`config.mk`:
```
export PLATFORM = sky130hd
export DESIGN_NAME = sample_mem
export DESIGN_NICKNAME = d
export VERILOG_FILES = /design/src/hw/sample_mem.sv
export SDC_FILE = /design/constraint.sdc
export NUM_CORES = 1
export LEC_CHECK = 0
export BUFFER_PORTS_ARGS = -buffer_cell sky130_fd_sc_hd__buf_2
export CAP_MARGIN = 20
export CELL_PAD_IN_SITES_DETAIL_PLACEMENT = 0
export CELL_PAD_IN_SITES_GLOBAL_PLACEMENT = 1
export CORE_MARGIN = 2
export CORE_UTILIZATION = 47
export CTS_CLUSTER_DIAMETER = 60
export DETAILED_ROUTE_END_ITERATION = 7
export GPL_TIMING_DRIVEN = 0
export PLACE_DENSITY = 0.77
export SLEW_MARGIN = 20
export SYNTH_ARGS = -nofsm -noshare
export SYNTH_HDL_FRONTEND = slang
export SYNTH_SLANG_ARGS = --single-unit
```
`constraint.sdc`:
```
create_clock -name clk -period 3 [get_ports clk]
set_input_delay 0.3 -clock clk [delete_from_list [all_inputs] [get_ports clk]]
set_output_delay 0.3 -clock clk [all_outputs]
set_load 0.01 [all_outputs]
```
`src/hw/sample_mem.sv`:
```
`timescale 1ns/1ps

module sample_mem #(
    parameter type T       = logic,
    parameter int  DEPTH_W = 4
) (
    input  logic               clk,
    input  logic               wr,
    input  logic [DEPTH_W-1:0] wr_addr,
    input  logic [DEPTH_W-1:0] rd_addr,
    input  T                   wr_data,
    output T                   rd_data
);

    T mem [2**DEPTH_W];

    always_ff @(posedge clk) begin
        if (wr) begin
            mem[wr_addr] <= wr_data;
        end
        rd_data <= mem[rd_addr]; // data shows up one cycle after the address
    end

endmodule

```
==> qor.csv <==
stage;metric;value;unit
pwr;Tot Pwr;0.420;mW
sta;Tmin final;1.23;ns
sta;RSZ-0062 raised after global routing;no;
worst_setup_path;Worst Setup SP;mem[13]$_DFFE_PP_;
finish;Multi-input gate area;245;um^2
finish;end-of-flow core utilization;0.569;
sta;Final Setup Violations;0;
worst_setup_path;WP data required;3.19;ns
worst_setup_path;worst r2r dst;rd_data$_DFF_P_;
clocking;CTS HTree Levels;1;
sta;Fin Clk Skew;0.00633;ns
synth;Cells after Synth;47;
detailed_routing;Final ANT Viol Nets;0;
synth;leading area contributor after synthesis;edfxtp_1;
detailed_routing;WL per Instance;14.1;um
worst_setup_path;CP Launch Type;flop;
place;number of port buffers;11;
clocking;post-CTS resize count;0;
floorplan;Starting Density;0.501;
worst_setup_path;reg-to-reg slack, setup;1.77;ns
synth;Synth top area share;0.644;
worst_setup_path;crit path max fanout;1;
synth;Mapped Nets;58;
clocking;Worst-Skew Late Latency;0.29;ns
worst_setup_path;r2r startpoint;mem[13]$_DFFE_PP_;
detailed_routing;Total Wirelength;1.10;mm
pwr;Pleak;0.303;nW
global_route;Overflow after GRT;0;
synth;Synth Register Bits;17;
floorplan;Die Y;43.8;um
flow_run;Max Cap Violations;0;
sta;Worst Tran Pin Value;0.235;ns
clocking;Hold Buf Count CTS;0;
detailed_routing;DRC;0;
worst_setup_path;Crit Path Class;flop to flop;
finish;commonest non-fill, non-tap cell in the layout;edfxtp_1;
clocking;clock tree sinks;17;
global_route;first-pass GRT wire length;1.90;mm
finish;Area Overhead vs Synth;13.6;%
floorplan;num ports;12;
clocking;CTS tree;done;
detailed_routing;vias per cell;5.73;
floorplan;Core ar.;0.00149;mm^2
global_route;antenna violations before repair;0;
sta;Final period util;0.409;
floorplan;row count;14;
worst_setup_path;Reg2Reg Depth;3;
global_route;Total GRT Usage;0.145;
global_route;maximum number of pins on one net before global-route repair;17;
clocking;Root Driver;clkbuf_4;
finish;Fill cells;122;
clocking;Setup Buffers After CTS;0;
floorplan;Die Footprint;0.00192;mm^2
finish;design area;847;um^2
synth;Synth area leaders;edfxtp_1 64%, mux4_1 14%, nor2_1 6.0%, mux2i_1 4.0%, dfxtp_1 2.7%;
finish;Reg area;500;um^2
sta;Hold Fails Final Rpt;0;
place;DP HPWL;845;um
finish;most frequent cells in the layout;16 x edfxtp_1, 12 x nor2_1, 11 x buf_2;
sta;setup TNS;0;ns
worst_setup_path;crit end category;flop;
detailed_routing;1st-iter DRT viols;6;
floorplan;Horiz. Die Dim;43.8;um
finish;fin nets;74;
outcome;run status;finished, final reports clean;
pwr;power per cell area;495;mW/mm^2
sta;max-slew violation count;0;
min_path;Hold Crit Start;rd_addr[2];
sta;final hold slack;0.198;ns
pwr;VDD IR-drop max;0.322;mV
synth;synthesized area;746;um^2
clocking;Max clock buf depth;2;
global_route;vias in the first global route;450;
place;dpl cell area;821;um^2
synth;Ys Warns;0;
clocking;Reg clk slew, reported paths;0.09;ns
min_path;Worst Hold Class;input pin to flop;
synth;sequential fraction of the synthesis area;0.671;
finish;share of cells above drive strength 1;0.242;
detailed_routing;Vias;447;
worst_setup_path;CP Data Arrival Time;1.41;ns
synth;Synth cell types;11;
place;gp weighted congestion;0.708;
worst_setup_path;Setup crit end;rd_data$_DFF_P_;
detailed_routing;TritonRoute pass-1 iters;2;
sta;FMAX;815;MHz
finish;antenna cells;0;
clocking;Num CTS Buffers;3;
synth;Syn Area/Cell;15.9;um^2
sta;Worst slew margin;0.844;
==> layout make-up <==
class                   instances  area share
repair buffers                 11      0.0650
multi-input cells              30       0.290
well taps                      16      0.0236
flip-flops and latches         17       0.591
clock buffers                   4      0.0310
==> Yosys cell counts, drive strengths merged <==
| master | count |
|---|---|
| mux2i | 3 |
| nor2 | 12 |
| nand2 | 1 |
| or3b | 1 |
| mux4 | 4 |
| nand3b | 2 |
| edfxtp | 16 |
| nor3 | 4 |
| nand2b | 2 |
| dfxtp | 1 |
| nand3 | 1 |
==> metrics by stage <==
stage | std cells | worst slack, ns
6_report | 78 | 1.77
5_1_grt | 78 | 1.67
2_1_floorplan | 47 | 1.75
3_5_place_dp | 74 | 1.58
3_3_place_gp | 74 | 1.57
4_1_cts | 78 | 1.75
==> sequential cells by signal, summed over array words and instances (netlist names) <==
signal,flops
mem,16
rd_data,1
==> cell families (layout without fill, tap and decap cells) <==
group,after synthesis,count (layout),share of synthesized area
multiplexers,7,7,0.181
AND/OR/NAND/NOR,23,23,0.148
buffers and inverters,0,15,0
flip-flops,17,17,0.671
==> power by group <==
part           switching, mW  internal [mW]  total, mW
registers            0.00113          0.265      0.266
logic                 0.0189         0.0164     0.0352
clock network         0.0665         0.0517      0.118
total                 0.0865          0.333      0.420
==> worst max-delay path, stage by stage, from the launching register on <==
cell and delay, ns:
edfxtp_1 0.38, mux4_1 0.52, mux2i_1 0.14, mux2i_1 0.08
==> per-layer routing <==
| metal | wire (um) | global-route usage |
|---|---|---|
| met1 | 469 | 0.169 |
| met2 | 538 | 0.229 |
| met3 | 70 | 0.0500 |
| met4 | 22 | 0.0909 |
| met5 | 0 | 0 |
==> worst min-delay path by stage <==
stage / endpoint / slack [ns] / cells after the start
3_3_place_gp: rd_data$_DFF_P_ / 0.51 / 2
6_report: rd_data$_DFF_P_ / 0.20 / 2
2_1_floorplan: mem[0]$_DFFE_PP_ / 0.40 / 0
3_5_place_dp: rd_data$_DFF_P_ / 0.51 / 2
4_1_cts: rd_data$_DFF_P_ / 0.20 / 2
5_1_grt: rd_data$_DFF_P_ / 0.20 / 2
Note: power is estimated with default switching activity, not from simulation.
