File: config.mk
export PLATFORM = sky130hd
export DESIGN_NAME = train_config
export DESIGN_NICKNAME = d
export VERILOG_FILES = /design/src/hw/nn_ctrl_pkg.sv /design/src/hw/train_config.sv
export SDC_FILE = /design/constraint.sdc
export NUM_CORES = 1
export LEC_CHECK = 0
export BUFFER_PORTS_ARGS = -buffer_cell sky130_fd_sc_hd__buf_2
export CORE_MARGIN = 10
export CORE_UTILIZATION = 30
export DETAILED_ROUTE_END_ITERATION = 6
export PLACE_DENSITY = 0.63
export SETUP_SLACK_MARGIN = 0.1
export SYNTH_ARGS = -nofsm -noshare
export SYNTH_HDL_FRONTEND = slang
export SYNTH_SLANG_ARGS = --single-unit
File: constraint.sdc
create_clock -name clk -period 1.39 [get_ports clk]
set_clock_uncertainty 0.05 [all_clocks]
set_input_delay 0.278 -clock clk [delete_from_list [all_inputs] [get_ports clk]]
set_output_delay 0.278 -clock clk [all_outputs]
set_load 0.05 [all_outputs]
File: src/hw/nn_ctrl_pkg.sv
package nn_ctrl_pkg;

    // epoch sequencing states
    typedef enum logic [1:0] {
        IDLE,
        LOAD,
        FP,
        BP
    } ctrl_state_t;

    typedef logic cfg_addr_t;

    localparam cfg_addr_t CFG_NUM_SAMPLES = 1'b0;
    localparam cfg_addr_t CFG_LR_SHIFT    = 1'b1;

    localparam int CFG_DATA_W = 16; // register data width
    localparam int LR_SHIFT_W = 4;

endpackage

File: src/hw/train_config.sv
`timescale 1ns/1ps

module train_config #(
    parameter int SAMPLE_ADDR_W = 4
) (
    input  logic                                clk,
    input  logic                                rst,
    input  logic                                cfg_wr,
    input  nn_ctrl_pkg::cfg_addr_t              cfg_addr,
    input  logic [nn_ctrl_pkg::CFG_DATA_W-1:0]  cfg_wdata,
    output logic [nn_ctrl_pkg::CFG_DATA_W-1:0]  cfg_rdata,
    output logic [SAMPLE_ADDR_W:0]              num_samples,
    output logic [nn_ctrl_pkg::LR_SHIFT_W-1:0]  lr_shift
);

    import nn_ctrl_pkg::*;

    always_ff @(posedge clk) begin
        if (rst) begin
            num_samples <= '0;
            lr_shift    <= '0;
        end else if (cfg_wr) begin
            case (cfg_addr)
                CFG_NUM_SAMPLES: num_samples <= cfg_wdata[SAMPLE_ADDR_W:0];
                CFG_LR_SHIFT:    lr_shift    <= cfg_wdata[LR_SHIFT_W-1:0]; // upper bits dropped
                default:         ;
            endcase
        end
    end

    // readback, unused upper bits read as zero
    always_comb begin
        cfg_rdata = '0;
        case (cfg_addr)
            CFG_NUM_SAMPLES: cfg_rdata[SAMPLE_ADDR_W:0] = num_samples;
            CFG_LR_SHIFT:    cfg_rdata[LR_SHIFT_W-1:0]  = lr_shift;
            default:         cfg_rdata = '0;
        endcase
    end

endmodule

==> run summary <==
status: completed
CP top delay family: flip-flops
H-tree depth: 1
TNS Setup: 0 ns
largest stage delay on the critical path: 0.32 ns
ys flop type: dfxtp_1
Critical Path RT: 1.06 ns
synthesis-stage register bit count: 9
layout cell share with drive strength beyond 1: 55.56%
worst hold path class: in2reg
Gate power share: 34.2%
DP Wirelength: 1.024 mm
min cycle time layout: 1.333 ns
unrepaired setup endpoints after global routing: true
final core utilization: 42.83%
wire length per cell: 12.47 µm
worst-path fanout max: 2
clock share of power: 27.7%
drt drc: 0
post-synth top area share: 32.88%
top-count cell post-synth: nand2b_1
Antenna Diode Count: 0
clk sinks: 9
first-iteration detailed-routing DRC count: 9
Core Region: 0.001727 mm²
Starting Density: 31.74%
pin count of the biggest net entering global routing: 15
number of fillers in the final layout: 189
aggregate routed wire length: 1.322 mm
Final Hold Vio Count: 0
Pleak: 0.0003742 µW
footprint of the multi-input gates: 304.0 µm²
Vias/cell: 3.858
vias in the first global route: 479
die area: 0.003936 mm²
Area Growth Syn to Fin: 34.93%
kind of critical path: reg2out
dpl cell area: 629.4 µm²
IO Pins: 45
RR Startpoint: lr_shift[2]
Max Cap Viol: 0
Via Count: 409
clock latency on the worst-skew pair: 0.25 ns
clock slew at reported path FFs: 0.07 ns
final worst setup slack: 0.05677 ns
Sw Ratio: 38.20%
CTS tree: built
synthesized instance count: 55
Yosys cell types: 12
synth cell count leaders: 14 x nand2b_1, 11 x buf_4, 9 x dfxtp_1
CTS buffer count: 3
Power Density: 1002 mW/mm²
worst-path cell chain: mux2_4, buf_8
Post-Syn Area: 548.0 µm²
peak supply drop: 0.5631 mV
Setup violations, final: 0
part of the power in registers: 38.1%
Slowest cell on crit path: dfxtp_2
hold slack: 0.2480 ns
number of detailed-route iterations in the first pass: 2
Yosys warning count: 0
All-Layer GR Usage: 6.732%
routability cong.: 0.6169
fin. max-slew vios: 0
grt ovf: 0
final instance area: 739.5 µm²
register area: 191.4 µm²
switching power total: 283.1 µW
leading area contributor after synthesis: dfxtp_1
Die W: 62.74 µm
IO Port Bufs: 22
min-delay src: cfg_wdata[4]
Std-Cell Rows: 15
Worst setup startpoint: num_samples[2]
fin crit share: 95.92%
syn avg cell area: 9.964 µm²
die height: 62.74 µm
worst path bufs/invs: 1
initial antenna violation count: 0
ANT nets after route: 0
Post-synth EDFFs: 0
Worst EP arrival: 1.01 ns
startpoint types: flip-flop
top cells by area, synth: dfxtp_1 33%, nand2b_1 16%, buf_4 15%
crit end category: output port
ys async rst share: 0%
Placement Setup Slack: 0.02595 ns
Cell Int Power: 457.9 µW
sequential area share after synthesis: 32.88%
clock buffer depth: 2
nets: 102
first-pass GRT wire length: 2.208 mm
Root Buffer: clkbuf_4
Max Fclk: 750.1 MHz
-- sequential cells by signal, summed over array words and instances (netlist names) --
signal	flops
num_samples	5
lr_shift	4
-- through the flow --
step	instances	total power [µW]
5_1_grt	106	773.4
2_1_floorplan	65	503.5
3_3_place_gp	98	512.9
6_report	106	741.1
4_1_cts	104	735.2
3_5_place_dp	98	513.8
-- layout by cell type (no fill, tap or decap) --
master / instances
conb_1: 11
buf_2: 14
nand2b_1: 14
clkbuf_4: 6
buf_4: 4
and2b_2: 2
o21ai_0: 1
nand4bb_1: 1
mux2_2: 2
clkbuf_1: 1
dfxtp_2: 9
buf_8: 2
mux2i_1: 8
mux2_4: 2
and2_4: 1
buf_6: 3
-- power groups by stage --
stage	Combinational, µW	Sequential, µW	Clock (µW)
6_report	254	282	205
5_1_grt	268	284	222
4_1_cts	244	282	209
3_5_place_dp	225	288	0
3_3_place_gp	225	288	0
2_1_floorplan	169	334	0
-- logic make-up (layout without fill, tap and decap cells) --
logic type	Yosys count	count (layout)	synth area share, %
simple gates	18	18	22.83
buf+inv	14	30	19.86
mux	12	12	22.83
flops	9	9	32.88
other cells	1	11	0.6843
compound gates	1	1	0.9124
-- final timing paths --
kind                         end  slack (ns)  cells after the start
hold / removal    num_samples[4]        0.25                      3
hold reg to reg   num_samples[0]        0.43                      2
setup / recovery    cfg_rdata[2]        0.06                      2
setup reg to reg     lr_shift[2]        0.65                      3
-- final cells by class --
cell class	count	area share [%]
clock buffer	4	3.553
sequential	9	25.89
timing repair buffer	26	25.21
tap	25	4.230
multi-input combinational	42	41.12
-- worst register-to-register path, cell delays in order (launching register included) --
cell	delay (ns)
dfxtp_2	0.33
buf_4	0.10
nand2b_1	0.05
mux2i_1	0.14
-- layer usage --
metal,vias up,wire length (µm),global-route usage (%)
li1,206,-,-
met1,184,597,7.538
met2,19,611,10.77
met3,0,114,3.763
met4,0,0,1.676
met5,-,0,0
-- repair_timing --
| action | in CTS | in global routing |
|---|---|---|
| endpoints found under the setup margin | 5 | 7 |
| buffers inserted | 2 | 2 |
| hold endpoints to repair | 0 | 0 |
| hold buffers | 0 | 0 |
| gates resized for setup | 11 | 6 |
No activity file was read; power rests on OpenSTA's default activity.
