===== src/hw/nn_ctrl_pkg.sv =====
package nn_ctrl_pkg;

    // epoch sequencing states
    typedef enum logic [1:0] {
        IDLE,
        LOAD,
        FP,
        BP
    } ctrl_state_t;

    typedef logic cfg_addr_t;

    localparam cfg_addr_t CFG_NUM_SAMPLES = 1'b0;
    localparam cfg_addr_t CFG_LR_SHIFT    = 1'b1;

    localparam int CFG_DATA_W = 16; // register data width
    localparam int LR_SHIFT_W = 4;

endpackage


===== src/hw/train_controller.sv =====
`timescale 1ns/1ps

module train_controller #(
    parameter int LAYER_MAX     = 3,
    parameter int LAYER_ADDR_W  = 2,
    parameter int SAMPLE_ADDR_W = 4
) (
    input  logic                    clk,
    input  logic                    rst,
    input  logic                    start,
    input  logic [SAMPLE_ADDR_W:0]  num_samples,
    input  logic                    fp_done,
    input  logic                    bp_done,
    output logic                    fp_start,
    output logic                    bp_start,
    output logic [LAYER_ADDR_W-1:0] layer,
    output logic [SAMPLE_ADDR_W:0]  sample_idx,
    output logic                    stack_wr_sel,
    output logic                    busy,
    output logic                    sample_done,
    output logic                    epoch_done
);

    import nn_ctrl_pkg::*;

    localparam logic [LAYER_ADDR_W-1:0] TOP = LAYER_ADDR_W'(LAYER_MAX - 1);
    localparam logic [LAYER_ADDR_W-1:0] L1  = LAYER_ADDR_W'(1);

    ctrl_state_t state;

    assign busy         = (state != IDLE);
    assign stack_wr_sel = (state == LOAD); // sample input goes into layer 0

    // the index moves on as layer 1 BP starts, so the registered sample
    // read already holds the next input when LOAD comes round
    always_ff @(posedge clk) begin
        if (rst) begin
            state       <= IDLE;
            layer       <= '0;
            sample_idx  <= '0;
            fp_start    <= 1'b0;
            bp_start    <= 1'b0;
            sample_done <= 1'b0;
            epoch_done  <= 1'b0;
        end else begin
            fp_start    <= 1'b0;
            bp_start    <= 1'b0;
            sample_done <= 1'b0;
            epoch_done  <= 1'b0;
            case (state)
                IDLE: begin
                    if (start && num_samples == '0) begin
                        epoch_done <= 1'b1; // nothing to train on
                    end else if (start) begin
                        state <= LOAD;
                        layer <= '0;
                    end
                end
                LOAD: begin
                    state    <= FP;
                    layer    <= L1;
                    fp_start <= 1'b1;
                end
                FP: begin
                    if (fp_done && layer == TOP) begin
                        state       <= BP; // top layer stays selected
                        bp_start    <= 1'b1;
                        sample_done <= 1'b1;
                        if (TOP == L1) begin
                            sample_idx <= sample_idx + 1'b1;
                        end
                    end else if (fp_done) begin
                        layer    <= layer + 1'b1;
                        fp_start <= 1'b1;
                    end
                end
                BP: begin
                    if (bp_done && layer == L1) begin
                        if (sample_idx == num_samples) begin
                            state      <= IDLE;
                            epoch_done <= 1'b1;
                            sample_idx <= '0;
                        end else begin
                            state <= LOAD;
                            layer <= '0;
                        end
                    end else if (bp_done) begin
                        layer    <= layer - 1'b1;
                        bp_start <= 1'b1;
                        if (layer == L1 + 1'b1) begin
                            sample_idx <= sample_idx + 1'b1;
                        end
                    end
                end
                default: state <= IDLE;
            endcase
        end
    end

endmodule


===== config.mk =====
export PLATFORM = sky130hd
export DESIGN_NAME = train_controller
export DESIGN_NICKNAME = d
export VERILOG_FILES = /design/src/hw/nn_ctrl_pkg.sv /design/src/hw/train_controller.sv
export SDC_FILE = /design/constraint.sdc
export NUM_CORES = 1
export LEC_CHECK = 0
export ABC_AREA = 0
export BUFFER_PORTS_ARGS = -buffer_cell sky130_fd_sc_hd__buf_2
export CORE_ASPECT_RATIO = 1.75
export CORE_MARGIN = 1.5
export CORE_UTILIZATION = 25
export CTS_CLUSTER_DIAMETER = 200
export DETAILED_ROUTE_END_ITERATION = 6
export GPL_ROUTABILITY_DRIVEN = 0
export GPL_TIMING_DRIVEN = 0
export PLACE_DENSITY = 0.44
export SETUP_SLACK_MARGIN = 0.02
export SYNTH_ARGS = -nofsm -noshare
export SYNTH_HDL_FRONTEND = slang
export SYNTH_SLANG_ARGS = --single-unit

===== constraint.sdc =====
create_clock -name clk -period 4.21 [get_ports clk]
set_clock_uncertainty 0.05 [all_clocks]
set_input_delay 0.2105 -clock clk [delete_from_list [all_inputs] [get_ports clk]]
set_output_delay 0.2105 -clock clk [all_outputs]
set_load 0.01 [all_outputs]

==> results.toml <==
[setup_path]
start_kind = "flip-flop"
path_class = "reg2reg"
crit_path_max_fanout = 5
crit_path_end_kind = "flip-flop"
critPathRequiredTime_ns = 4.28
crit_arrival_ns = 2.03
r2r-start = "state[0]"
startpoint = "state[0]"

[placement]
portBuffers = 22
dp_hpwl_mm = 1.73

[pwr]
p_leak_nw = 0.448
ir_drop_mv = 0.232
power-per-cell-area_mw_per_mm2 = 472

[clock_network]
cts.sinks = 13
clk_latency_ns = 0.25
cts-htree-levels = 1
cts_buffers = 3
hold_buffers = 0
cts_tree = "done"
clockRootBuffer = "clkbuf_8"
clk_path_buf_depth = 2
cts.clk_slew.worst_paths_ns = 0.06
cts_resized = 0
post_cts_buffers = 0

[grt]
grt-ovfl-total = 0
track_usage_pct = 13.3
grt_first_pass_wirelength_mm = 3.59
antenna_found_initial = 0
grt_pass1_vias = 806
grt_max_degree = 11

[sta]
setup_viol = 0
hold_violations = 0
slew_headroom_pct = 65.7
fin_tns_setup_ns = 0
finalCritPeriodShare_pct = 46.6
maxSlewViolCount = 0
tightest_slew_ns = 0.515
period_needed_ns = 1.96
max_freq_ghz = 0.510
rsz0062_at_grt = "false"

[cells_and_area]
drive_gt1_share_pct = 26.2
layout_commonest_cell = "buf_2"
nNetsFinal = 140
final_cell_mix = "buf_2 (22), dfxtp_1 (13), nand2_1 (10)"
fin_util_pct = 32.9
final.fill_count = 341
area_growth_pct = 25.4
insertedDiodeCount = 0

[synthesis]
ys_types = 33
yosysTopAreaCell = "dfxtp_1"
syn_inst = 96
synth_top_cell_area_share_pct = 31.6
syn_area_sq_um = 823
yosys-top-cells-area = "dfxtp_1 (32%), ha_1 (11%), xor2_1 (7.4%), nand2_1 (4.6%), a21oi_1 (4.3%)"
yosysWarnings = 0
synth_seq_area_share_pct = 31.6
syn_avg_cell_area_sq_um = 8.58
syn-num-nets = 113
ys_ff_latch = 13

[drt]
vias_per_cell = 4.74
drt-wirelength-per-cell_um = 13.0
num_vias = 782
ant_nets = 0
drtIter0Drc = 20
totalWireLength_mm = 2.15
drc_errors = 0
drtPass1Iterations = 4

[floorplanning]
core.rowCount = 27
core_sq_mm = 0.00314
die_w_um = 46.4
die_area_sq_mm = 0.00366
die_y_um = 78.9
ios = 23
initial_core_util_pct = 26.2

[status]
outcome = "finished, final reports clean"

[run]
maxCapViolations = 0

[min_path]
worst_hold_path_type = "in2reg"
min_from = "rst"
cells by family after synthesis:
group	count (synthesis)	synth area share, %
XOR/XNOR	7	7.45
flip-flops	13	31.6
adder cells (fa/ha/maj)	7	10.6
multiplexers	3	3.80
AND/OR/NAND/NOR	38	27.5
AO/OA/AOI/OAI	20	15.4
buffers and inverters	8	3.65
through the flow:
stage	cell area [sq um]	hold WS [ns]	setup slack, ns	power (W)	cells
after CTS	1030	0.158	2.24	0.000490	165
after global placement	987	0.414	2.28	0.000372	161
after detailed placement	987	0.419	2.26	0.000372	161
after floorplan	823	0.237	2.50	0.000309	96
after global routing	1030	0.179	2.10	0.000524	165
final	1030	0.159	2.25	0.000487	165
area by class of cell:
type	instances	area [sq um]	area share, %
multi-input combinational	75	533	51.6
timing repair buffer	22	110	10.7
buffer	1	3.75	0.364
sequential	13	260	25.2
clock buffer	4	45.0	4.36
inverter	7	26.3	2.55
tap	43	53.8	5.21
power by group:
group	internal (W)	total, W	switching (W)	leakage [nW]
Clock	0.0000670	0.000117	0.0000505	0.0228
Sequential	0.000139	0.000156	0.0000167	0.105
Combinational	0.0000907	0.000214	0.000123	0.320
path summary, 6_finish.rpt:
check                                end  slack, ns  cells past startpoint
worst max-delay path            layer[0]       2.25                      7
worst min register to register  layer[1]       0.48                      2
worst min-delay path            fp_start       0.16                      2
worst max register to register  layer[0]       2.25                      7
registers in the layout, summed over array words and instances, names as in the netlist:
name,count
sample_done,1
bp_start,1
epoch_done,1
layer,2
fp_start,1
state,2
sample_idx,5
Yosys cell counts (all sizes together):
master / number
mux2: 1
nor3: 7
ha: 7
a31oi: 1
clkbuf: 1
a211o: 1
nand3: 1
dfxtp: 13
a211oi: 1
nor4bb: 1
o21a: 1
nor2: 6
inv: 7
xor2: 7
and4: 2
nand2b: 2
or3: 1
or3b: 1
o22ai: 1
o31ai: 1
nand2: 10
nor4: 1
mux2i: 2
nand4: 3
a21boi: 2
and2: 1
o21ai: 3
nor3b: 1
nor2b: 1
a21oi: 9
critical path, stage by stage, from the launching register on:
cell and delay (ns):
dfxtp_1 0.33, inv_1 0.13, ha_1 0.29, nor4bb_1 0.41, nand2_1 0.20, and4_1 0.22, a21oi_1 0.14, nor3_1 0.06
per-layer routing:
metal	vias up	track usage (%)	wire, um
li1	396	-	-
met1	360	14.5	852
met2	20	23.3	1160
met3	6	2.27	75
met4	0	6.29	57
met5	-	0	0
(Power assumes the default switching activity.)
