[config.mk]
export PLATFORM = sky130hd
export DESIGN_NAME = forward_layer
export DESIGN_NICKNAME = d
export VERILOG_FILES = /design/src/hw/nn_fixed_pkg.sv /design/src/hw/forward_layer.sv
export SDC_FILE = /design/constraint.sdc
export NUM_CORES = 2
export LEC_CHECK = 0
export ABC_CLOCK_PERIOD_IN_PS = 7400
export BUFFER_PORTS_ARGS = -buffer_cell sky130_fd_sc_hd__clkbuf_2
export CORE_MARGIN = 1
export CORE_UTILIZATION = 59
export CTS_CLUSTER_DIAMETER = 100
export DETAILED_ROUTE_END_ITERATION = 12
export GPL_TIMING_DRIVEN = 1
export PLACE_DENSITY = 0.87
export SLEW_MARGIN = 20
export SYNTH_ARGS = -nofsm -noshare
export SYNTH_HDL_FRONTEND = slang
export SYNTH_SLANG_ARGS = --single-unit
[constraint.sdc]
create_clock -name clk -period 7.4 [get_ports clk]
set_input_delay 0.74 -clock clk [delete_from_list [all_inputs] [get_ports clk]]
set_output_delay 0.74 -clock clk [all_outputs]
set_load 0.01 [all_outputs]
[src/hw/nn_fixed_pkg.sv]
package nn_fixed_pkg;

    localparam int FRAC_BITS = 8; // Q8.8 for every value in the datapath

    typedef logic signed [15:0] act_t; // activations, deltas and targets
    typedef logic signed [15:0] wt_t;
    typedef logic signed [31:0] acc_t; // products and their sums

    localparam act_t ACT_MAX = act_t'(16'h7fff);
    localparam act_t ACT_MIN = act_t'(16'h8000);

    // a sum of Q8.8 x Q8.8 products carries 16 fraction bits
    // bring it back to Q8.8 and clamp instead of wrapping
    function automatic act_t sat_act(input acc_t acc);
        acc_t scaled;
        scaled = acc >>> FRAC_BITS;
        if (scaled > acc_t'(ACT_MAX)) begin
            return ACT_MAX;
        end else if (scaled < acc_t'(ACT_MIN)) begin
            return ACT_MIN;
        end
        return act_t'(scaled);
    endfunction

endpackage

[src/hw/forward_layer.sv]
`timescale 1ns/1ps

module forward_layer #(
    parameter int NEURON_NUM   = 2,
    parameter int LAYER_ADDR_W = 2
) (
    input  logic                                            clk,
    input  logic                                            rst,
    input  logic                                            start,
    input  logic [LAYER_ADDR_W-1:0]                         layer,
    input  nn_fixed_pkg::act_t [NEURON_NUM-1:0]             a_in,
    input  nn_fixed_pkg::wt_t  [NEURON_NUM*NEURON_NUM-1:0]  weights,
    output logic                                            done,
    output nn_fixed_pkg::act_t [NEURON_NUM-1:0]             z_out
);

    import nn_fixed_pkg::*;

    localparam int IDX_W = $clog2(NEURON_NUM);

    logic             running;
    logic [IDX_W-1:0] cnt;   // input column being summed
    logic             last;
    wt_t              w_eff [NEURON_NUM];
    acc_t             prod  [NEURON_NUM];
    acc_t             acc   [NEURON_NUM];

    assign last = running && (cnt == IDX_W'(NEURON_NUM - 1));

    always_comb begin
        for (int i = 0; i < NEURON_NUM; i++) begin
            w_eff[i] = weights[i*NEURON_NUM + cnt];
            prod[i] = acc_t'(w_eff[i]) * acc_t'(a_in[cnt]);
        end
    end

    always_ff @(posedge clk) begin
        if (rst) begin
            running <= 1'b0;
            cnt     <= '0;
            done    <= 1'b0;
        end else begin
            done <= last; // NEURON_NUM+1 cycles after start
            if (start) begin
                running <= 1'b1;
                cnt     <= '0;
            end else if (running) begin
                cnt <= cnt + 1'b1;
                if (last) begin
                    running <= 1'b0;
                end
            end
        end
    end

    always_ff @(posedge clk) begin
        for (int i = 0; i < NEURON_NUM; i++) begin
            if (start) begin
                acc[i] <= '0;
            end else if (running) begin
                acc[i] <= acc[i] + prod[i];
            end
            if (last) begin
                z_out[i] <= sat_act(acc[i] + prod[i]); // linear activation, saturated
            end
        end
    end

endmodule

==> results.cfg <==
[outcome]
status = finished, violations left
violations = negative setup slack

[floorplanning]
coreArea_um2 = 43360
dieArea_um2 = 45050
initial_core_util_pct = 60.15
fp-row-count = 76
chipWidth_um = 212.3
io_pins = 134
die_h_um = 212.3

[clock_tree]
clock_latency_ns = 0.41
cts_buffers = 9
cts_buffer_depth = 2
ctsHoldBuffers = 0
clock_sinks = 99
clk_pin_slew_ns = 0.08
htreeDepth = 3
cts-root-buf = clkbuf_16
cts_tree = yes

[global_route]
grt_max_degree = 65
grt_pass1_wl_um = 122800
grt_pass1_vias = 22814
grt.overflow.total = 0
grt_usage_pct = 36.84
grt_antenna_before_repair = 0

[synth]
synth_top_area_share_pct = 44.82
ys_warn_count = 0
synth_cells = 2784
yosys.area_share.adder_pct = 54.22
synth-edff-count = 96
syn_area_per_cell_um2 = 9.369
asyncSetResetFlopFracSynth_pct = 0
synth_seq_cells = 99
synth_compound_area_share_pct = 5.200
muxShareOfSynthArea_pct = 3.746
netlist_area_um2 = 26080
yosysTopAreaCell = fa_1
yosysSeqAreaShare_pct = 11.28
synth_xor_area_share_pct = 2.686
synth_top_family_by_area = adder cells
synth-main-ff-cell = edfxtp_1
syn_nets = 3665
synthSimpleGateAreaFrac_pct = 11.30
synth.distinct_cells = 70
synthTopCellsByArea = fa_1, edfxtp_1, inv_1

[final_layout]
n_antenna_cell = 0
drive_gt1_share_pct = 22.35
syn_to_final_growth_pct = 21.08
nets = 4093

[sta]
fin_crit_ns = 7.580
fin_skew_ns = 0.01447
rsz0062_at_grt = true
finalCritPeriodShare_pct = 102.4
drv_slew = 0
fmax_mhz = 131.9
hold_viol_final = 0
slew_headroom_pct = 35.06
worstMarginPinSlew_ns = 0.9742
setup_slack_ns = -0.1798
setup_viol = 29

[route]
wl_per_cell_um = 21.85
routed_wl_um = 83060
vias = 21758
drt_pre_antenna_iters = 6
drcViolationCount = 0
ant_nets = 0
via_per_inst = 5.723
drtIter0Drc = 2193

[critical_path]
slowest_stage = fa_1
end_kind = flop
cp-start-kind = flop
r2r_end = z_out[25]
reg2reg_slack_ns = -0.18
cp.required_ns = 7.65
worstPathMaxFanout = 14
slowest_delay_ns = 0.55
worstSetupPathType = flop to flop
r2r-start = cnt
critPathTopFamily = adder cells
rr_worst_depth = 27
cp_num_buf_inv = 9
cpMostUsedCell = fa_1
cp.arrival_ns = 7.83

[placed_design]
dp_slack_ns = -0.5148
gp_congestion = 1.027
dp_hpwl_um = 66720
io_buffers = 131

[hold_path]
min-delay-start = rst
hold_path_end = cnt
hold_class = input port to flop
whs_path_depth = 2

[job]
drv_cap = 0
## synthesized netlist by cell type, types with 3 or more instances
master	instances
nor3_1	12
a21oi_1	57
inv_1	715
nand4_1	6
xnor2_1	51
mux2i_1	47
and3_1	4
clkbuf_1	61
dfxtp_1	3
and2_1	18
ha_1	196
o21a_1	8
o21ai_1	16
a21boi_0	3
nor2b_1	11
a21o_1	17
xor2_1	29
fa_1	584
nand2_1	261
nand3_1	12
edfxtp_1	96
buf_4	4
nand2b_1	10
buf_1	7
a211o_1	4
buf_2	5
o211ai_1	11
or3_1	4
mux2_2	45
a211oi_1	9
nor2_1	375
o21ai_0	50
## placed cells by master, fill, tap and decap left out, drive strengths merged, types with 18 or more instances in the layout
cell type	count
inv	719
xnor2	51
o21ai	66
fa	584
edfxtp	96
a21oi	58
clkbuf	146
nand2	261
ha	196
mux2i	47
xor2	29
nor2	375
and2	18
mux2	46
buf	358
## layer usage
layer  up-vias  wire length [um]  global-route usage, %
li1       9199                 -                      -
met1     10730             30930                  50.02
met2      1525             36730                  55.39
met3       304             11580                  12.84
met4         0              3832                  12.26
met5         -                 0                      0
## sequential cells by signal, indices dropped and copies added, names as in the netlist
name	count
cnt	1
running	1
acc	64
z_out	32
done	1
## worst max-delay path by stage
| stage | slack (ns) | depth (start not counted) | end | start |
|---|---|---|---|---|
| finish | -0.18 | 27 | z_out[25] | cnt |
| global route | -0.35 | 29 | z_out[11] | cnt |
| CTS | -0.12 | 26 | z_out[8] | cnt |
| detailed placement | -0.51 | 27 | z_out[7] | a_in[2] |
| global placement | -0.23 | 27 | z_out[29] | a_in[19] |
| floorplan | 0.004 | 29 | z_out[10] | cnt |
## timing repair
action                                  in CTS  in global routing
buffers inserted                            12                 30
pin swaps                                    5                 54
cloned                                       1                  9
gates resized for setup                     40                182
endpoints found under the setup margin      30                 34
## kinds of logic (layout without fill, tap and decap cells)
logic type                 count (synthesis)  in the layout
AOI/OAI and AO/OA                        213            214
xor gates and xnor gates                  80             80
adders and majority gates                780            780
buffers and inverters                    795           1226
DFF                                       99             99
muxes                                     92             93
and+or+nand+nor                          725            725
## metrics by stage
stage                     hold slack, ns  TNS (ns)  cell area, um^2  utilization (%)  instances
after floorplan                   0.5368         0            26140                -       2784
after global placement            0.5546    -6.080            29810            68.74       3734
after detailed placement          0.5816    -12.15            29810            68.75       3734
after CTS                         0.4945    -2.226            30410            70.12       3763
after global routing              0.5244    -9.426            31580            72.83       3802
final                             0.5129    -3.958            31580            72.83       3802
## cell type report
type | instances | area [um^2]
repair buffers | 495 | 3891
clock inverters | 7 | 67.56
well taps | 585 | 732.0
fillers | 2945 | 11780
flip-flops and latches | 99 | 2947
inverters | 715 | 2689
clock buffers | 9 | 225.2
multi-input cells | 1892 | 21030
Power is left out: the tool's default activity adds up to more than one toggle a clock period on the data nets, which glitch-free logic cannot reach.
