### src/hw/nn_fixed_pkg.sv
package nn_fixed_pkg;

    localparam int FRAC_BITS = 8; // Q8.8 for every value in the datapath

    typedef logic signed [15:0] act_t; // activations, deltas and targets
    typedef logic signed [15:0] wt_t;
    typedef logic signed [31:0] acc_t; // products and their sums

    localparam act_t ACT_MAX = act_t'(16'h7fff);
    localparam act_t ACT_MIN = act_t'(16'h8000);

    // a sum of Q8.8 x Q8.8 products carries 16 fraction bits
    // bring it back to Q8.8 and clamp instead of wrapping
    function automatic act_t sat_act(input acc_t acc);
        acc_t scaled;
        scaled = acc >>> FRAC_BITS;
        if (scaled > acc_t'(ACT_MAX)) begin
            return ACT_MAX;
        end else if (scaled < acc_t'(ACT_MIN)) begin
            return ACT_MIN;
        end
        return act_t'(scaled);
    endfunction

endpackage

### src/hw/nn_ctrl_pkg.sv
package nn_ctrl_pkg;

    // epoch sequencing states
    typedef enum logic [1:0] {
        IDLE,
        LOAD,
        FP,
        BP
    } ctrl_state_t;

    typedef logic cfg_addr_t;

    localparam cfg_addr_t CFG_NUM_SAMPLES = 1'b0;
    localparam cfg_addr_t CFG_LR_SHIFT    = 1'b1;

    localparam int CFG_DATA_W = 16; // register data width
    localparam int LR_SHIFT_W = 4;

endpackage

### src/hw/backpropagator.sv
`timescale 1ns/1ps

module backpropagator #(
    parameter int NEURON_NUM   = 2,
    parameter int LAYER_MAX    = 3,
    parameter int LAYER_ADDR_W = 2
) (
    input  logic                                                clk,
    input  logic                                                rst,
    input  logic                                                start,
    input  logic [LAYER_ADDR_W-1:0]                             layer,
    input  nn_fixed_pkg::act_t [NEURON_NUM-1:0]                 z,
    input  nn_fixed_pkg::act_t [NEURON_NUM-1:0]                 a_prev,
    input  nn_fixed_pkg::act_t [NEURON_NUM-1:0]                 target,
    input  logic [nn_ctrl_pkg::LR_SHIFT_W-1:0]                  lr_shift,
    input  logic                                                wt_wr,
    input  logic [LAYER_ADDR_W+2*$clog2(NEURON_NUM)-1:0]        wt_addr,
    input  nn_fixed_pkg::wt_t                                   wt_wdata,
    output nn_fixed_pkg::wt_t                                   wt_rdata,
    output nn_fixed_pkg::wt_t  [NEURON_NUM*NEURON_NUM-1:0]      layer_weights,
    output logic                                                done
);

    import nn_fixed_pkg::*;

    localparam int IDX_W = $clog2(NEURON_NUM);

    typedef enum logic [1:0] {
        BP_IDLE,
        BP_PROP,
        BP_UPD
    } bp_state_t;

    bp_state_t               state;
    logic [IDX_W-1:0]        row;
    logic [IDX_W-1:0]        col;
    logic                    row_last;
    logic                    col_last;
    logic                    top_layer;
    logic [LAYER_ADDR_W-1:0] ext_l;
    logic [IDX_W-1:0]        ext_r;
    logic [IDX_W-1:0]        ext_c;
    wt_t                     w        [LAYER_MAX][NEURON_NUM][NEURON_NUM];
    act_t                    delta    [NEURON_NUM];
    acc_t                    prop_acc [NEURON_NUM]; // error sent down to layer-1
    acc_t                    upd_prod;
    wt_t                     upd_step;

    assign {ext_l, ext_r, ext_c} = wt_addr;
    assign wt_rdata  = w[ext_l][ext_r][ext_c];
    assign top_layer = (layer == LAYER_ADDR_W'(LAYER_MAX - 1));
    assign row_last  = (row == IDX_W'(NEURON_NUM - 1));
    assign col_last  = (col == IDX_W'(NEURON_NUM - 1));

    always_comb begin
        for (int i = 0; i < NEURON_NUM; i++) begin
            for (int j = 0; j < NEURON_NUM; j++) begin
                layer_weights[i*NEURON_NUM + j] = w[layer][i][j];
            end
        end
    end

    // gradient step for w[layer][row][col]
    assign upd_prod = acc_t'(delta[row]) * acc_t'(a_prev[col]);
    assign upd_step = wt_t'(upd_prod >>> (FRAC_BITS + lr_shift));

    always_ff @(posedge clk) begin
        if (rst) begin
            state <= BP_IDLE;
            row   <= '0;
            col   <= '0;
            done  <= 1'b0;
        end else begin
            done <= 1'b0;
            case (state)
                BP_IDLE: if (start) begin
                    state <= BP_PROP;
                    row   <= '0;
                end
                BP_PROP: begin // one row of old weights per cycle
                    row <= row + 1'b1;
                    if (row_last) begin
                        state <= BP_UPD;
                        row   <= '0;
                        col   <= '0;
                    end
                end
                BP_UPD: begin // one weight per cycle
                    col <= col + 1'b1;
                    if (col_last) begin
                        col <= '0;
                        row <= row + 1'b1;
                        if (row_last) begin
                            state <= BP_IDLE;
                            done  <= 1'b1;
                        end
                    end
                end
                default: state <= BP_IDLE;
            endcase
        end
    end

    // delta is taken in the start cycle, target is only valid then
    // below the top, it is what the layer above sent down before its own update
    always_ff @(posedge clk) begin
        for (int i = 0; i < NEURON_NUM; i++) begin
            if (state == BP_IDLE && start) begin
                delta[i]    <= top_layer ?
                               sat_act((acc_t'(z[i]) - acc_t'(target[i])) <<< FRAC_BITS) :
                               sat_act(prop_acc[i]);
                prop_acc[i] <= '0;
            end else if (state == BP_PROP) begin
                prop_acc[i] <= prop_acc[i] + acc_t'(w[layer][row][i]) * acc_t'(delta[row]);
            end
        end
    end

    always_ff @(posedge clk) begin
        if (wt_wr) begin
            w[ext_l][ext_r][ext_c] <= wt_wdata;
        end else if (state == BP_UPD) begin
            w[layer][row][col] <= w[layer][row][col] - upd_step;
        end
    end

endmodule

### config.mk
export PLATFORM = sky130hd
export DESIGN_NAME = backpropagator
export DESIGN_NICKNAME = d
export VERILOG_FILES = /design/src/hw/nn_fixed_pkg.sv /design/src/hw/nn_ctrl_pkg.sv /design/src/hw/backpropagator.sv
export SDC_FILE = /design/constraint.sdc
export NUM_CORES = 2
export LEC_CHECK = 0
export ABC_AREA = 1
export BUFFER_PORTS_ARGS = -buffer_cell sky130_fd_sc_hd__buf_4
export CAP_MARGIN = 5
export CELL_PAD_IN_SITES_DETAIL_PLACEMENT = 0
export CELL_PAD_IN_SITES_GLOBAL_PLACEMENT = 1
export CORE_MARGIN = 3
export CORE_UTILIZATION = 50
export DETAILED_ROUTE_END_ITERATION = 8
export GPL_TIMING_DRIVEN = 1
export HOLD_SLACK_MARGIN = 0.05
export PLACE_DENSITY = 0.81
export SLEW_MARGIN = 30
export SYNTH_ARGS = -nofsm -noshare
export SYNTH_HDL_FRONTEND = slang
export SYNTH_SLANG_ARGS = --single-unit
### constraint.sdc
create_clock -name clk -period 11.35 [get_ports clk]
set_clock_uncertainty 0.15 [all_clocks]
set_input_delay 0 -clock clk [delete_from_list [all_inputs] [get_ports clk]]
set_output_delay 0 -clock clk [all_outputs]
set_load 0.02 [all_outputs]
==> results.md <==
* Postcts setup bufs at 0
* Sequential share of the synthesized area at 18.3%
* Die Ht at 315 microns
* Routed Antenna Nets at 0
* Main synth FF type: edfxtp_1
* Synth Instances at around 5,600
* CP required at between 10 and 15 ns
* Post-synth EDFFs at 288
* Worst Setup End Kind: flip-flop
* Die Width at 315 microns
* WHS at 0.0650 ns
* Nets at between 7,000 and 8,000
* Iteration-0 DRC Markers at around 4,000
* Critical Path AT at between 10 and 15 ns
* Post-route minimum period at 10.09 ns
* FF+latch area at 8770 sq um
* DR DRC count at 0
* Final setup violation count at 0
* Gp weighted congestion at 0.948
* Met2 wire len at ~68,000 microns
* CTS clk-pin slew, worst paths at 0.06 ns
* Starting Density at 50.9%
* Total congestion overflow at 0
* Post-Syn Area per Cell at 8.54 sq um
* Layout cell share with drive strength beyond 1 at 7.58%
* CTS Root Cell: clkbuf_16
* Fmax at 99.1 MHz
* Clock latency on the worst-skew pair at 0.58 ns
* CTS tree: built
* Worst-Margin Slew at 1.03 ns
* IO Pins at ~210
* Clk sinks at around 300
* Multi-input logic area at 33,900 sq um
* Largest area contributor in the netlist: fa_1
* Post-DR vias/cell at 5.57
* Syn-to-layout area delta at 10.2%
* Leading cell type by number of instances after synthesis: inv_1
* Async set-or-reset flop fraction in the synthesized netlist at 0%
* Slew headroom at 30.6%
* Critical Path Max Stage Delay at 0.62 ns
* Synth unique cells at 55
* R2R setup slack at 1.26 ns
* Hold crit path type: input port to flip-flop
* Commonest cells in the synthesized netlist: inv_1, nand2_1, fa_1, nor2_1, a21oi_1
* Via count at 39,481
* Synth Register Bits at 294
* Setup TNS at 0 ns
* FP Rows at about 110
* Maximum fanout along the worst path at 18
* Slowest CP cell: fa_1
* Max Used Layer: met5
* Largest net degree at the start of global routing at 67
* Clock Tree Buf Depth at 3
* HPWL after DPL at ~120,000 microns
* Vias in the first global route at 40,279
* Hold-fix buffers, CTS at 75
* Post-synthesis cell area at approximately 48,000 sq um
* Ys Warns at 0
* First-pass GRT wire length at 239,000 microns
* CTS buffer count at 37
* Startpoint types: flip-flop
* DIE AREA at roughly 100,000 sq um
* Core area at 94,200 sq um
* Met1 Wirelength at 65,300 microns
* H-tree depth at 2
* Final period utilization at 88.9%
* Port-buffer cells at 206
* DRT Wirelength at 155,000 microns
* Fin. max-slew vios at 0
* Met3 routed WL at 15,100 microns
* Syn_nets at 6,908
* RSZ-0062 raised after global routing: no
* Top cells by area, synth: fa_1, edfxtp_1, inv_1
* Wire per inst at roughly 22 microns
* Share of the synthesized area in the top cell type at ~35%
* FILL cells at approximately 8,700
* Final Hold Vio Count at 0
* Router iterations before antenna repair at 6
* Initial antenna violation count at 2
* Final core utilization at roughly 56%
* Status: finished clean
* Post-cts gate resize count at 0
* All-layer global routing usage at 31.4%
* Setup CP Type: flip-flop to flip-flop
* Maxcap violations at 0
* Most Frequent Cell on Critical Path: fa_1
-- layer usage --
metal,up-vias,GRT usage [%]
met5,-,0
met4,2,11.1
met3,328,5.45
met2,1982,48.6
met1,19390,44.9
li1,17779,-
-- critical path: cells and delay by family (launching register included) --
kind / cells / cell delay (ns)
fa+ha+maj: 8 / 3.67
flops: 1 / 0.31
compound gates: 13 / 2.79
buf+inv: 7 / 1.41
simple gates: 9 / 1.30
xor+xnor: 1 / 0.15
-- path summary, 6_finish.rpt --
check / end / cells after the start / from
setup / recovery: w[2][59]$_DFFE_PP_ / 38 / flip-flop
setup reg to reg: w[2][59]$_DFFE_PP_ / 38 / flip-flop
hold reg to reg: state[1]$_SDFFE_PP0P_ / 2 / state[1]$_SDFFE_PP0P_
hold / removal: delta[0][8]$_DFFE_PP_ / 6 / target[8]
-- state kept, by name (all words and copies together), names as in the netlist, named ones only --
register,count
col,1
state,2
prop_acc,64
row,1
w,192
done,1
delta,32
-- per-stage QoR --
step / std cells / setup WS (ns) / instance area, sq um
finish: 7085 / 1.26 / 52800
global route: 7084 / 0.708 / 52800
CTS: 7084 / 1.41 / 52800
detailed placement: 6944 / 1.42 / 50900
global placement: 6944 / 1.35 / 50900
floorplan: 5608 / 2.67 / 47900
-- cell families (layout without fill, tap and decap cells) --
family	Yosys count	after routing	share of synthesized area (%)
mux	1	1	0.0209
simple gates	1779	1779	15.1
xor+xnor	81	81	1.51
buf+inv	1418	1640	11.2
other cells	0	1	0
fa+ha+maj	1174	1174	44.0
flops	294	294	18.3
compound gates	861	861	9.93
-- cell type report --
| class | count | share of cell area [%] |
|---|---|---|
| Antenna cell | 1 | 0.00474 |
| Sequential cell | 294 | 16.6 |
| Tap cell | 1254 | 2.97 |
| Inverter | 1213 | 8.63 |
| Timing Repair Buffer | 362 | 5.50 |
| Multi-Input combinational cell | 3896 | 64.1 |
| Clock inverter | 22 | 0.353 |
| Clock buffer | 43 | 1.80 |
-- placed cells by master (no fill, tap or decap), types with 5 or more instances in the layout --
cell type and n:
nand4_1 16, edfxtp_1 288, o31ai_1 8, dlygate4sd3_1 75, dfxtp_1 6, nor2_2 9, buf_4 287, a22oi_1 33
nor4_1 5, o21ai_0 233, o211ai_1 11, inv_2 9, o21a_1 19, ha_1 326, nand3b_1 8, a21o_1 12
inv_1 1187, o21ai_4 5, a31oi_1 16, clkinv_2 11, or2_1 5, o21bai_1 20, clkinv_1 22, xor2_1 40
nand3_1 165, xnor2_1 39, clkbuf_16 37, nor2_1 548, nand2_1 922, or2_2 44, o21ai_1 27, o21ai_2 15
nand2_2 9, a21oi_1 408, fa_1 848, a211oi_1 18, clkbuf_1 6, nor3_1 39, a21boi_0 5, o22ai_1 16
Power is left out: the tool's default activity adds up to more than one toggle a clock period on the data nets, which glitch-free logic cannot reach.
