--- config.mk ---
export PLATFORM = sky130hd
export DESIGN_NAME = activation_stack
export DESIGN_NICKNAME = d
export VERILOG_FILES = /design/src/hw/nn_fixed_pkg.sv /design/src/hw/activation_stack.sv
export SDC_FILE = /design/constraint.sdc
export NUM_CORES = 1
export LEC_CHECK = 0
export BUFFER_PORTS_ARGS = -buffer_cell sky130_fd_sc_hd__buf_2
export CAP_MARGIN = 20
export CELL_PAD_IN_SITES_DETAIL_PLACEMENT = 0
export CELL_PAD_IN_SITES_GLOBAL_PLACEMENT = 1
export CORE_ASPECT_RATIO = 0.9
export CORE_MARGIN = 2
export CORE_UTILIZATION = 47
export CTS_BUF_LIST = sky130_fd_sc_hd__clkbuf_4
export DETAILED_ROUTE_END_ITERATION = 12
export GPL_TIMING_DRIVEN = 0
export PLACE_DENSITY = 0.9
export RECOVER_POWER = 50
export SLEW_MARGIN = 5
export SYNTH_ARGS = -nofsm -noshare
export SYNTH_HDL_FRONTEND = slang
export SYNTH_SLANG_ARGS = --single-unit
--- constraint.sdc ---
create_clock -name clk -period 3.9 [get_ports clk]
set_clock_uncertainty 0.05 [all_clocks]
set_input_delay 0.195 -clock clk [delete_from_list [all_inputs] [get_ports clk]]
set_output_delay 0.195 -clock clk [all_outputs]
set_load 0.02 [all_outputs]
--- src/hw/nn_fixed_pkg.sv ---
package nn_fixed_pkg;

    localparam int FRAC_BITS = 8; // Q8.8 for every value in the datapath

    typedef logic signed [15:0] act_t; // activations, deltas and targets
    typedef logic signed [15:0] wt_t;
    typedef logic signed [31:0] acc_t; // products and their sums

    localparam act_t ACT_MAX = act_t'(16'h7fff);
    localparam act_t ACT_MIN = act_t'(16'h8000);

    // a sum of Q8.8 x Q8.8 products carries 16 fraction bits
    // bring it back to Q8.8 and clamp instead of wrapping
    function automatic act_t sat_act(input acc_t acc);
        acc_t scaled;
        scaled = acc >>> FRAC_BITS;
        if (scaled > acc_t'(ACT_MAX)) begin
            return ACT_MAX;
        end else if (scaled < acc_t'(ACT_MIN)) begin
            return ACT_MIN;
        end
        return act_t'(scaled);
    endfunction

endpackage

--- src/hw/activation_stack.sv ---
`timescale 1ns/1ps

module activation_stack #(
    parameter int NEURON_NUM   = 2,
    parameter int LAYER_MAX    = 3,
    parameter int LAYER_ADDR_W = 2
) (
    input  logic                                    clk,
    input  logic                                    wr_en,
    input  logic [LAYER_ADDR_W-1:0]                 wr_addr,
    input  nn_fixed_pkg::act_t [NEURON_NUM-1:0]     wr_data,
    input  logic [LAYER_ADDR_W-1:0]                 rd_addr,
    output nn_fixed_pkg::act_t [NEURON_NUM-1:0]     rd_data,
    output nn_fixed_pkg::act_t [NEURON_NUM-1:0]     rd_data_prev
);

    import nn_fixed_pkg::*;

    act_t [NEURON_NUM-1:0] stack [LAYER_MAX]; // one activation vector per layer

    always_ff @(posedge clk) begin
        if (wr_en) begin
            stack[wr_addr] <= wr_data;
        end
    end

    // layer l and the layer feeding it
    assign rd_data      = stack[rd_addr];
    assign rd_data_prev = stack[rd_addr - 1'b1];

endmodule

==> summary by stage, run 1 <==
Final layout
The sequential cells in the finished layout cover a total of between 2000 and 3000 um2. The area taken by multi-input logic gates is 1700 um2. The largest register by flop count is stack. The number of inserted diodes is 0. Leaving out fill and tap cells, the most frequent cells in the layout are 96 x sky130_fd_sc_hd__edfxtp_1, 94 x sky130_fd_sc_hd__mux2i_1, 76 x sky130_fd_sc_hd__buf_2, 60 x sky130_fd_sc_hd__mux2_2, 36 x sky130_fd_sc_hd__clkbuf_1. The flip-flop count of the largest register after layout is 96. The largest registers in the layout are stack x96.

The number of filler cells placed in the layout is 809. Relative to the synthesized area, the layout overhead comes to 23.3%. Of the cells placed in the final design, the portion with a size suffix greater than 1 is 0.371. At the end of the flow the core is filled with cells to 0.598. Leaving out fill and tap cells, the most frequent cell in the layout is sky130_fd_sc_hd__edfxtp_1. After the last flow step, the layout net total stands at 464.

Setup path
For this run, the slowest stage of the critical path takes 420 ps. Data arrives at the worst endpoint at between 1500 and 2000 ps. The worst setup path is launched from a flip-flop. The critical path is of the flip-flop to output port type. The number of cells on the critical path is 3. Counting both buffers and inverters, the worst setup path holds a total of 1.

The critical path's top delay family is multiplexers. STA puts the critical path data required time at between 3000 and 4000 ps. The critical path goes through mux2_1 -> mux2_2 -> buf_2.

The maximum fanout along the worst path is 2. STA classifies the critical path endpoint as an output port. The largest individual stage delay along the critical path comes from the cell sky130_fd_sc_hd__edfxtp_1.

Timing
The post-route clock period utilization is 0.463. The count of final max-slew check failures is 66. Static timing analysis puts the maximum clock frequency at 0.554 GHz. Setup repair after global routing left no endpoint under its margin.

The worst pin sits at a relative slew slack of -0.145. The slack of the critical path is 2100 ps. Setup violations remaining at the end of the flow were counted as 0. The number of failing hold endpoints at the final stage is 0.

The worst path needs roughly 1800 ps of the cycle, external delays included. At the pin with the least slew margin, the transition time is roughly 1700 ps.

Route
The via density per instance is ~5.2. For this block, the initial DRC count from the detailed router was between 70 and 80. The count of nets left with antenna violations once routing finished came out at 0. Wires add up to between 9000 and 10000 um.

The first detailed-routing pass took 4 iterations. The total DRC errors in the routed layout is 0. The routed via count is ~2900. In the final routed layout, each cell accounts on average for ~18 um.

Yosys
The biggest area consumer among synthesized cells is sky130_fd_sc_hd__edfxtp_1. The Yosys warning count is 0. Ranked by total cell area, the synthesized netlist is headed by sky130_fd_sc_hd__edfxtp_1 61%, sky130_fd_sc_hd__mux2i_1 20%, sky130_fd_sc_hd__mux2_2 14%. For this run, the register share of the synthesized area comes to 0.613.

The instance count of the mapped netlist is between 200 and 300. The number of storage elements in the synthesis netlist is 96. The mapped cell area is 4710 um2. Synthesis produced a netlist with a net count of between 300 and 400.

Of the post-synthesis cell area, the dominant cell type holds 0.613. Counting distinct cell types in the post-synthesis netlist gives 14. The synthesized area divided by synthesized cell count is roughly 17 um2.

CTS
Clock-pin slew was measured on the worst setup and hold paths at about 150 ps. The TritonCTS clock tree is built. The TritonCTS buffer count is 9. In this run the clock root is driven by a sky130_fd_sc_hd__clkbuf_4. The post-CTS setup repair buffer count is 0.

The sink count of the clock tree is 96. The level count of the clock H-tree is 3. Hold repair after CTS inserted 32 buffers.

The post-cts resize count is 0. The clock tree buffer depth is 2.

Hold path
The min-delay analysis places its worst path in the category primary input to flip-flop. Counting instances, the worst hold path has a depth of 2.

Global route
The remaining global-route overflow is 0. The initial antenna violation count is 0. Entering global routing, the biggest net connects 33 pins.

The global router's overall resource usage is 0.189. The via count of the first global-routing pass was 3069. The first global-routing pass estimated 15300 um of wire.

Die
After floorplanning, the core was sized to cover roughly 9700 um2. The floorplan has 34 rows. The effective utilization at floorplan is 0.485.

The die is ~110 um wide. In this run the vertical extent of the chip is between 90 and 100 um. 102 I/O pins were placed.

The die covers about 11000 um2.

Outcome
The run finished, with violations left. The checks that failed: capacitance limit, slew limit.

Job
The max capacitance violation total is 2.

Placement
The setup slack after placement is 2300 ps. The wire-length estimate of the detail-placed layout is 6760 um. Routability-driven placement finished with a final weighted congestion of roughly 0.66. The count of input and output buffers is 99.

Power and ir drop
VDD sags by at most 0.000189 V. The power per cell area is ~370 nW/um2. The leakage power total is about 2.3 nW. The overall power after layout is around 2.1 mW.
-- synthesized netlist by cell type --
master	count
sky130_fd_sc_hd__edfxtp_1	96
sky130_fd_sc_hd__mux2i_1	94
sky130_fd_sc_hd__mux2_2	60
sky130_fd_sc_hd__buf_2	11
sky130_fd_sc_hd__buf_4	5
sky130_fd_sc_hd__nor3b_1	3
sky130_fd_sc_hd__and3b_1	2
sky130_fd_sc_hd__buf_6	2
sky130_fd_sc_hd__mux2_1	2
sky130_fd_sc_hd__a211oi_1	1
sky130_fd_sc_hd__inv_1	1
sky130_fd_sc_hd__nand2_1	1
sky130_fd_sc_hd__o21ai_0	1
sky130_fd_sc_hd__xnor2_1	1
-- cells by family (layout without fill, tap and decap cells) --
group | Yosys count | after routing | share of synthesized area
xor gates and xnor gates | 1 | 1 | 0.00186
DFF | 96 | 96 | 0.613
buffers and inverters | 19 | 170 | 0.0253
and+or+nand+nor | 6 | 6 | 0.00931
AOI/OAI and AO/OA | 2 | 2 | 0.00266
muxes | 156 | 156 | 0.348
-- layout make-up --
type / count / area share
Buffer: 18 / 0.0198
Clock buffer: 10 / 0.0129
Clock inverter: 6 / 0.0104
Tap cell: 126 / 0.0272
Sequential cell: 96 / 0.497
Inverter: 1 / 0.000647
Timing Repair Buffer: 135 / 0.138
Multi-Input combinational cell: 165 / 0.294
-- metal layers --
| layer | part of all wire | track usage | up-vias |
|---|---|---|---|
| met5 | 0 | 0 | - |
| met4 | 0.013 | 0.0594 | 0 |
| met3 | 0.039 | 0.0357 | 10 |
| met2 | 0.54 | 0.351 | 67 |
| met1 | 0.41 | 0.217 | 1457 |
| li1 | - | - | 1389 |
-- power by group --
part / internal (mW) / switching [mW] / leakage, nW
registers: 1.19 / 0.0257 / 0.882
logic: 0.172 / 0.216 / 1.35
clock network: 0.200 / 0.316 / 0.0738
total: 1.56 / 0.558 / 2.31
-- path summary, 6_finish.rpt --
| path | from | to | slack, ps |
|---|---|---|---|
| max | stack[1][29] | rd_data[29] | 2100 |
| min | wr_addr[0] | stack[0][28] | 150 |
-- metrics by stage --
step	cell area [um2]	cells	setup TNS [ps]	hold slack [ps]
finish	5800	557	0	152
global route	5800	557	0	181
CTS	5870	557	0	69.3
floorplan	4710	280	0	244
global placement	5360	505	-33150	342
detailed placement	5410	509	0	350
(Power assumes the default switching activity.)
==> run 2, diff against run 1 <==
Settings changed: ABC_AREA set to 1, CORE_UTILIZATION 47 to 42.
Clock period 3.9 ns to 1.7 ns, I/O delays scaled along.
==> summary by stage, run 2 <==
Outcome
The run finished with clean final reports.

Yosys
The biggest area contributor in the post-synthesis netlist is sky130_fd_sc_hd__edfxtp_1. The share of Yosys cell area claimed by the top area cell type is 0.610 (-0.00276). The fraction of the mapped netlist area in adder cells came to 0 (unchanged).

The synthesized area divided by synthesized cell count was 8.56 um2 (-49%). The largest family of logic cells by synthesized area is simple AND/OR/NAND/NOR gates. The async set-reset flop share out of synthesis is 0 (unchanged). The mapped cell area is 4730 um2 (+0.45%). The library cell with the highest instance count after synthesis is sky130_fd_sc_hd__nand2_1.

The simple-gate area share of the yosys netlist is 0.304 (+0.295). The mux share of post-synthesis cell area was 0 (-0.348). The instance count of the mapped netlist is 552 (+97%).

The number of storage elements in the synthesis netlist is 96 (unchanged). The post-synth net total is 590 (+86%). By count the netlist is led by 290 x sky130_fd_sc_hd__nand2_1, 96 x sky130_fd_sc_hd__edfxtp_1, 65 x sky130_fd_sc_hd__inv_1.

The number of unique standard cell types used by synthesis is 12 (-2). The area fraction in compound gates after synthesis is 0 (-0.00266). The sequential area share after synthesis is 0.610 (-0.00276). The number of synthesized flops with an enable pin came to 96 (unchanged).

The Yosys warning count is 0 (unchanged). Sorting the synthesized cells by area gives the leading types as sky130_fd_sc_hd__edfxtp_1 61%, sky130_fd_sc_hd__nand2_1 23%, sky130_fd_sc_hd__nand3_1 6.8%. The xor and xnor fraction of the mapped netlist area came to 0 (-0.00186).

In the synthesized netlist the dominant register cell turns out to be sky130_fd_sc_hd__edfxtp_1.

Setup path
The setup path with the least slack is of type primary input to flip-flop. The sort of element at the end of the critical path is a flip-flop. The kind of launch point of the worst setup path is a primary input.

The maximum fanout along the worst path is 23 (+21). The launch point of the worst path is wr_addr[1]. The data arrival time at the worst-slack endpoint came to 1620 ps (+60 ps).

The data required time of the worst path is 1780 ps (-1870 ps).

Route
The average wire per standard cell is 14.2 um (-21%). The routed via count is 4040 (+38%). The via density per instance was 4.72 (-10%). The total length of routed wires came to 12200 um (+22%). The number of nets with antenna violations after detailed routing was 0 (unchanged). The total iterations of the first detailed-routing run is 5 (+1). The violation count after the first detailed-routing iteration is 310 (+340%). The total DRC errors in the routed layout is 0 (unchanged).

Hold path
The tightest min-delay check is of the primary input to flip-flop type. The worst hold path depth is 2 (unchanged). The startpoint of the worst hold path is wr_addr[0]. The worst-case hold path end point is stack[0][8].

Final layout
The flip-flop count of the largest register after layout came to 96 (unchanged). The final cell count without fillers is 856 (+54%). Ranked by flip-flop count, first place goes to stack. The number of inserted diodes came to 0 (unchanged).

The final net count is 738 (+59%). The layout-stage area growth over the synthesis result is 24.8%. The most frequent standard cell in the layout excluding fill and tap cells is sky130_fd_sc_hd__nand2_1. The fraction of layout cells with a size suffix above 1 is 0.169 (-0.202). In the layout the commonest cells are 290 x sky130_fd_sc_hd__nand2_1, 96 x sky130_fd_sc_hd__edfxtp_1, 89 x sky130_fd_sc_hd__buf_2, 65 x sky130_fd_sc_hd__inv_1, 64 x sky130_fd_sc_hd__nand3_1.

The largest registers in the layout are stack x96.

Die
The number of top-level design ports is 102 (unchanged). The area of the core region is 10900 um2 (+12%). The x dimension of the die came to 116 um (+5.8%). The area of the die is 12100 um2 (+12%).

The chip height is 105 um (+5.8%). The effective utilization at floorplan was 0.434 (-0.0515). The number of placement rows is 36 (+5.9%).

Placement
The count of input and output buffers is 100 (+1.0%). The setup slack after placement is -3.53 ps (-2300 ps). The placed instance count is 808 (+59%).

The last weighted congestion value of the routability-driven placer is 0.764 (+16%). The placed wire-length estimate is 8240 um (+22%).

Power and ir drop
The largest vdd supply drop is 0.000436 V (+130%). The power per cell area is 810 nW/um2 (+120%). The leakage power total came to 2.86 nW (+24%).

CTS
The clock transition time at the flip-flop clock pins of the worst setup and hold paths was 150 ps (about the same). TritonCTS built the clock tree. The clock tree buffer depth was 2 (unchanged). The sink count of the clock tree came to 96 (unchanged). The clock root buffer is sky130_fd_sc_hd__clkbuf_4. The level count of the clock H-tree is 3 (unchanged). The TritonCTS buffer count was 9 (unchanged).

Timing
The count of final max-slew check failures is 0 (-100%). Setup repair after global routing left no endpoint under its margin. The slack of the critical path is 158 ps (-1940 ps).

The post-route clock period utilization is 0.907. The clock period could shrink to between 1500 and 2000 ps. The minimum hold slack came to 58.3 ps (-93.4 ps). The transition time of the tightest slew-check pin is 1180 ps (-542 ps).

The normalized max-slew margin was 0.212 (+0.358). The number of failing hold endpoints at the final stage is 0 (unchanged). For this run, the top clock speed supported by timing is between 0.6 and 0.7 GHz.

The total setup violations reported at the end of the flow is 0 (unchanged).

Job
The max capacitance violation total is 0 (-2).

Global route
The global router's overall resource usage came to 0.208 (+0.0183). The first-pass GRT wire length was 19400 um (+27%). The largest net degree at the start of global routing is 24 (-27%). The remaining global-route overflow came to 0 (unchanged). The via count of the first global-routing pass came to 4010 (+31%).

The initial antenna violation count is 0 (unchanged).
## run 2: cell count changes after synthesis, moves of 11 or more
cell | before | now
sky130_fd_sc_hd__nand2_1 | 1 | 290
sky130_fd_sc_hd__mux2i_1 | 94 | 0
sky130_fd_sc_hd__inv_1 | 1 | 65
sky130_fd_sc_hd__nand3_1 | 0 | 64
sky130_fd_sc_hd__mux2_2 | 60 | 0
sky130_fd_sc_hd__buf_2 | 11 | 22
## run 2: kinds of logic (layout without fill, tap and decap cells)
kind of cell,Yosys count,count (layout)
simple gates,359,359
flops,96,96
buf+inv,97,249
## run 2: metal layers
| layer | track usage | share of wire | vias up |
|---|---|---|---|
| li1 | - | - | 2029 |
| met1 | 0.279 | 0.44 | 1855 |
| met2 | 0.342 | 0.49 | 142 |
| met3 | 0.0290 | 0.063 | 14 |
| met4 | 0.0757 | 0.012 | 0 |
| met5 | 0 | 0 | - |
## run 2: cell type report
| class | count | area (um2) |
|---|---|---|
| fill | 1020 | 5000 |
| sequential | 96 | 2880 |
| multi-input combinational | 359 | 1460 |
| timing repair buffer | 137 | 855 |
| inverter | 67 | 251 |
| tap | 152 | 190 |
| buffer | 30 | 155 |
| clock buffer | 10 | 75.1 |
| clock inverter | 5 | 35.0 |
## run 2: worst max path at each step
| stage | endpoint | slack (ps) | cells past startpoint |
|---|---|---|---|
| 2_1_floorplan | stack[2][0] | 200 | 2 |
| 3_3_place_gp | stack[1][25] | -500 | 3 |
| 3_5_place_dp | stack[0][28] | -4 | 3 |
| 4_1_cts | rd_data[18] | 260 | 5 |
| 5_1_grt | stack[1][27] | 110 | 4 |
| 6_report | stack[1][20] | 160 | 4 |
## run 2: worst max-delay path, stage by stage
cell and delay (ps):
sky130_fd_sc_hd__clkbuf_1 120, sky130_fd_sc_hd__dlygate4sd3_1 590, sky130_fd_sc_hd__nor2_2 550, sky130_fd_sc_hd__buf_12 270
## run 2: report_power, final
group / total (mW) / internal (mW) / switching (mW)
registers: 2.78 / 2.73 / 0.0517
clock network: 1.05 / 0.307 / 0.748
logic: 0.946 / 0.325 / 0.620
total: 4.78 / 3.36 / 1.42
## run 2: per-stage QoR
| step | area (um2) | power [mW] | TNS, ps | util |
|---|---|---|---|---|
| 2_1_floorplan | 4750 | 3.38 | 0 | - |
| 3_3_place_gp | 5440 | 3.70 | -42830 | 0.499 |
| 3_5_place_dp | 5510 | 3.74 | -35.4 | 0.506 |
| 4_1_cts | 5940 | 4.81 | 0 | 0.545 |
| 5_1_grt | 5900 | 5.02 | 0 | 0.541 |
| 6_report | 5900 | 4.78 | 0 | 0.541 |
## run 2: repair_timing
action / 4_1_cts / 5_1_grt
buffers inserted: 0 / 0
endpoints found under the hold margin: 96 / 5
hold buffers: 32 / 1
resized for setup: 0 / 0
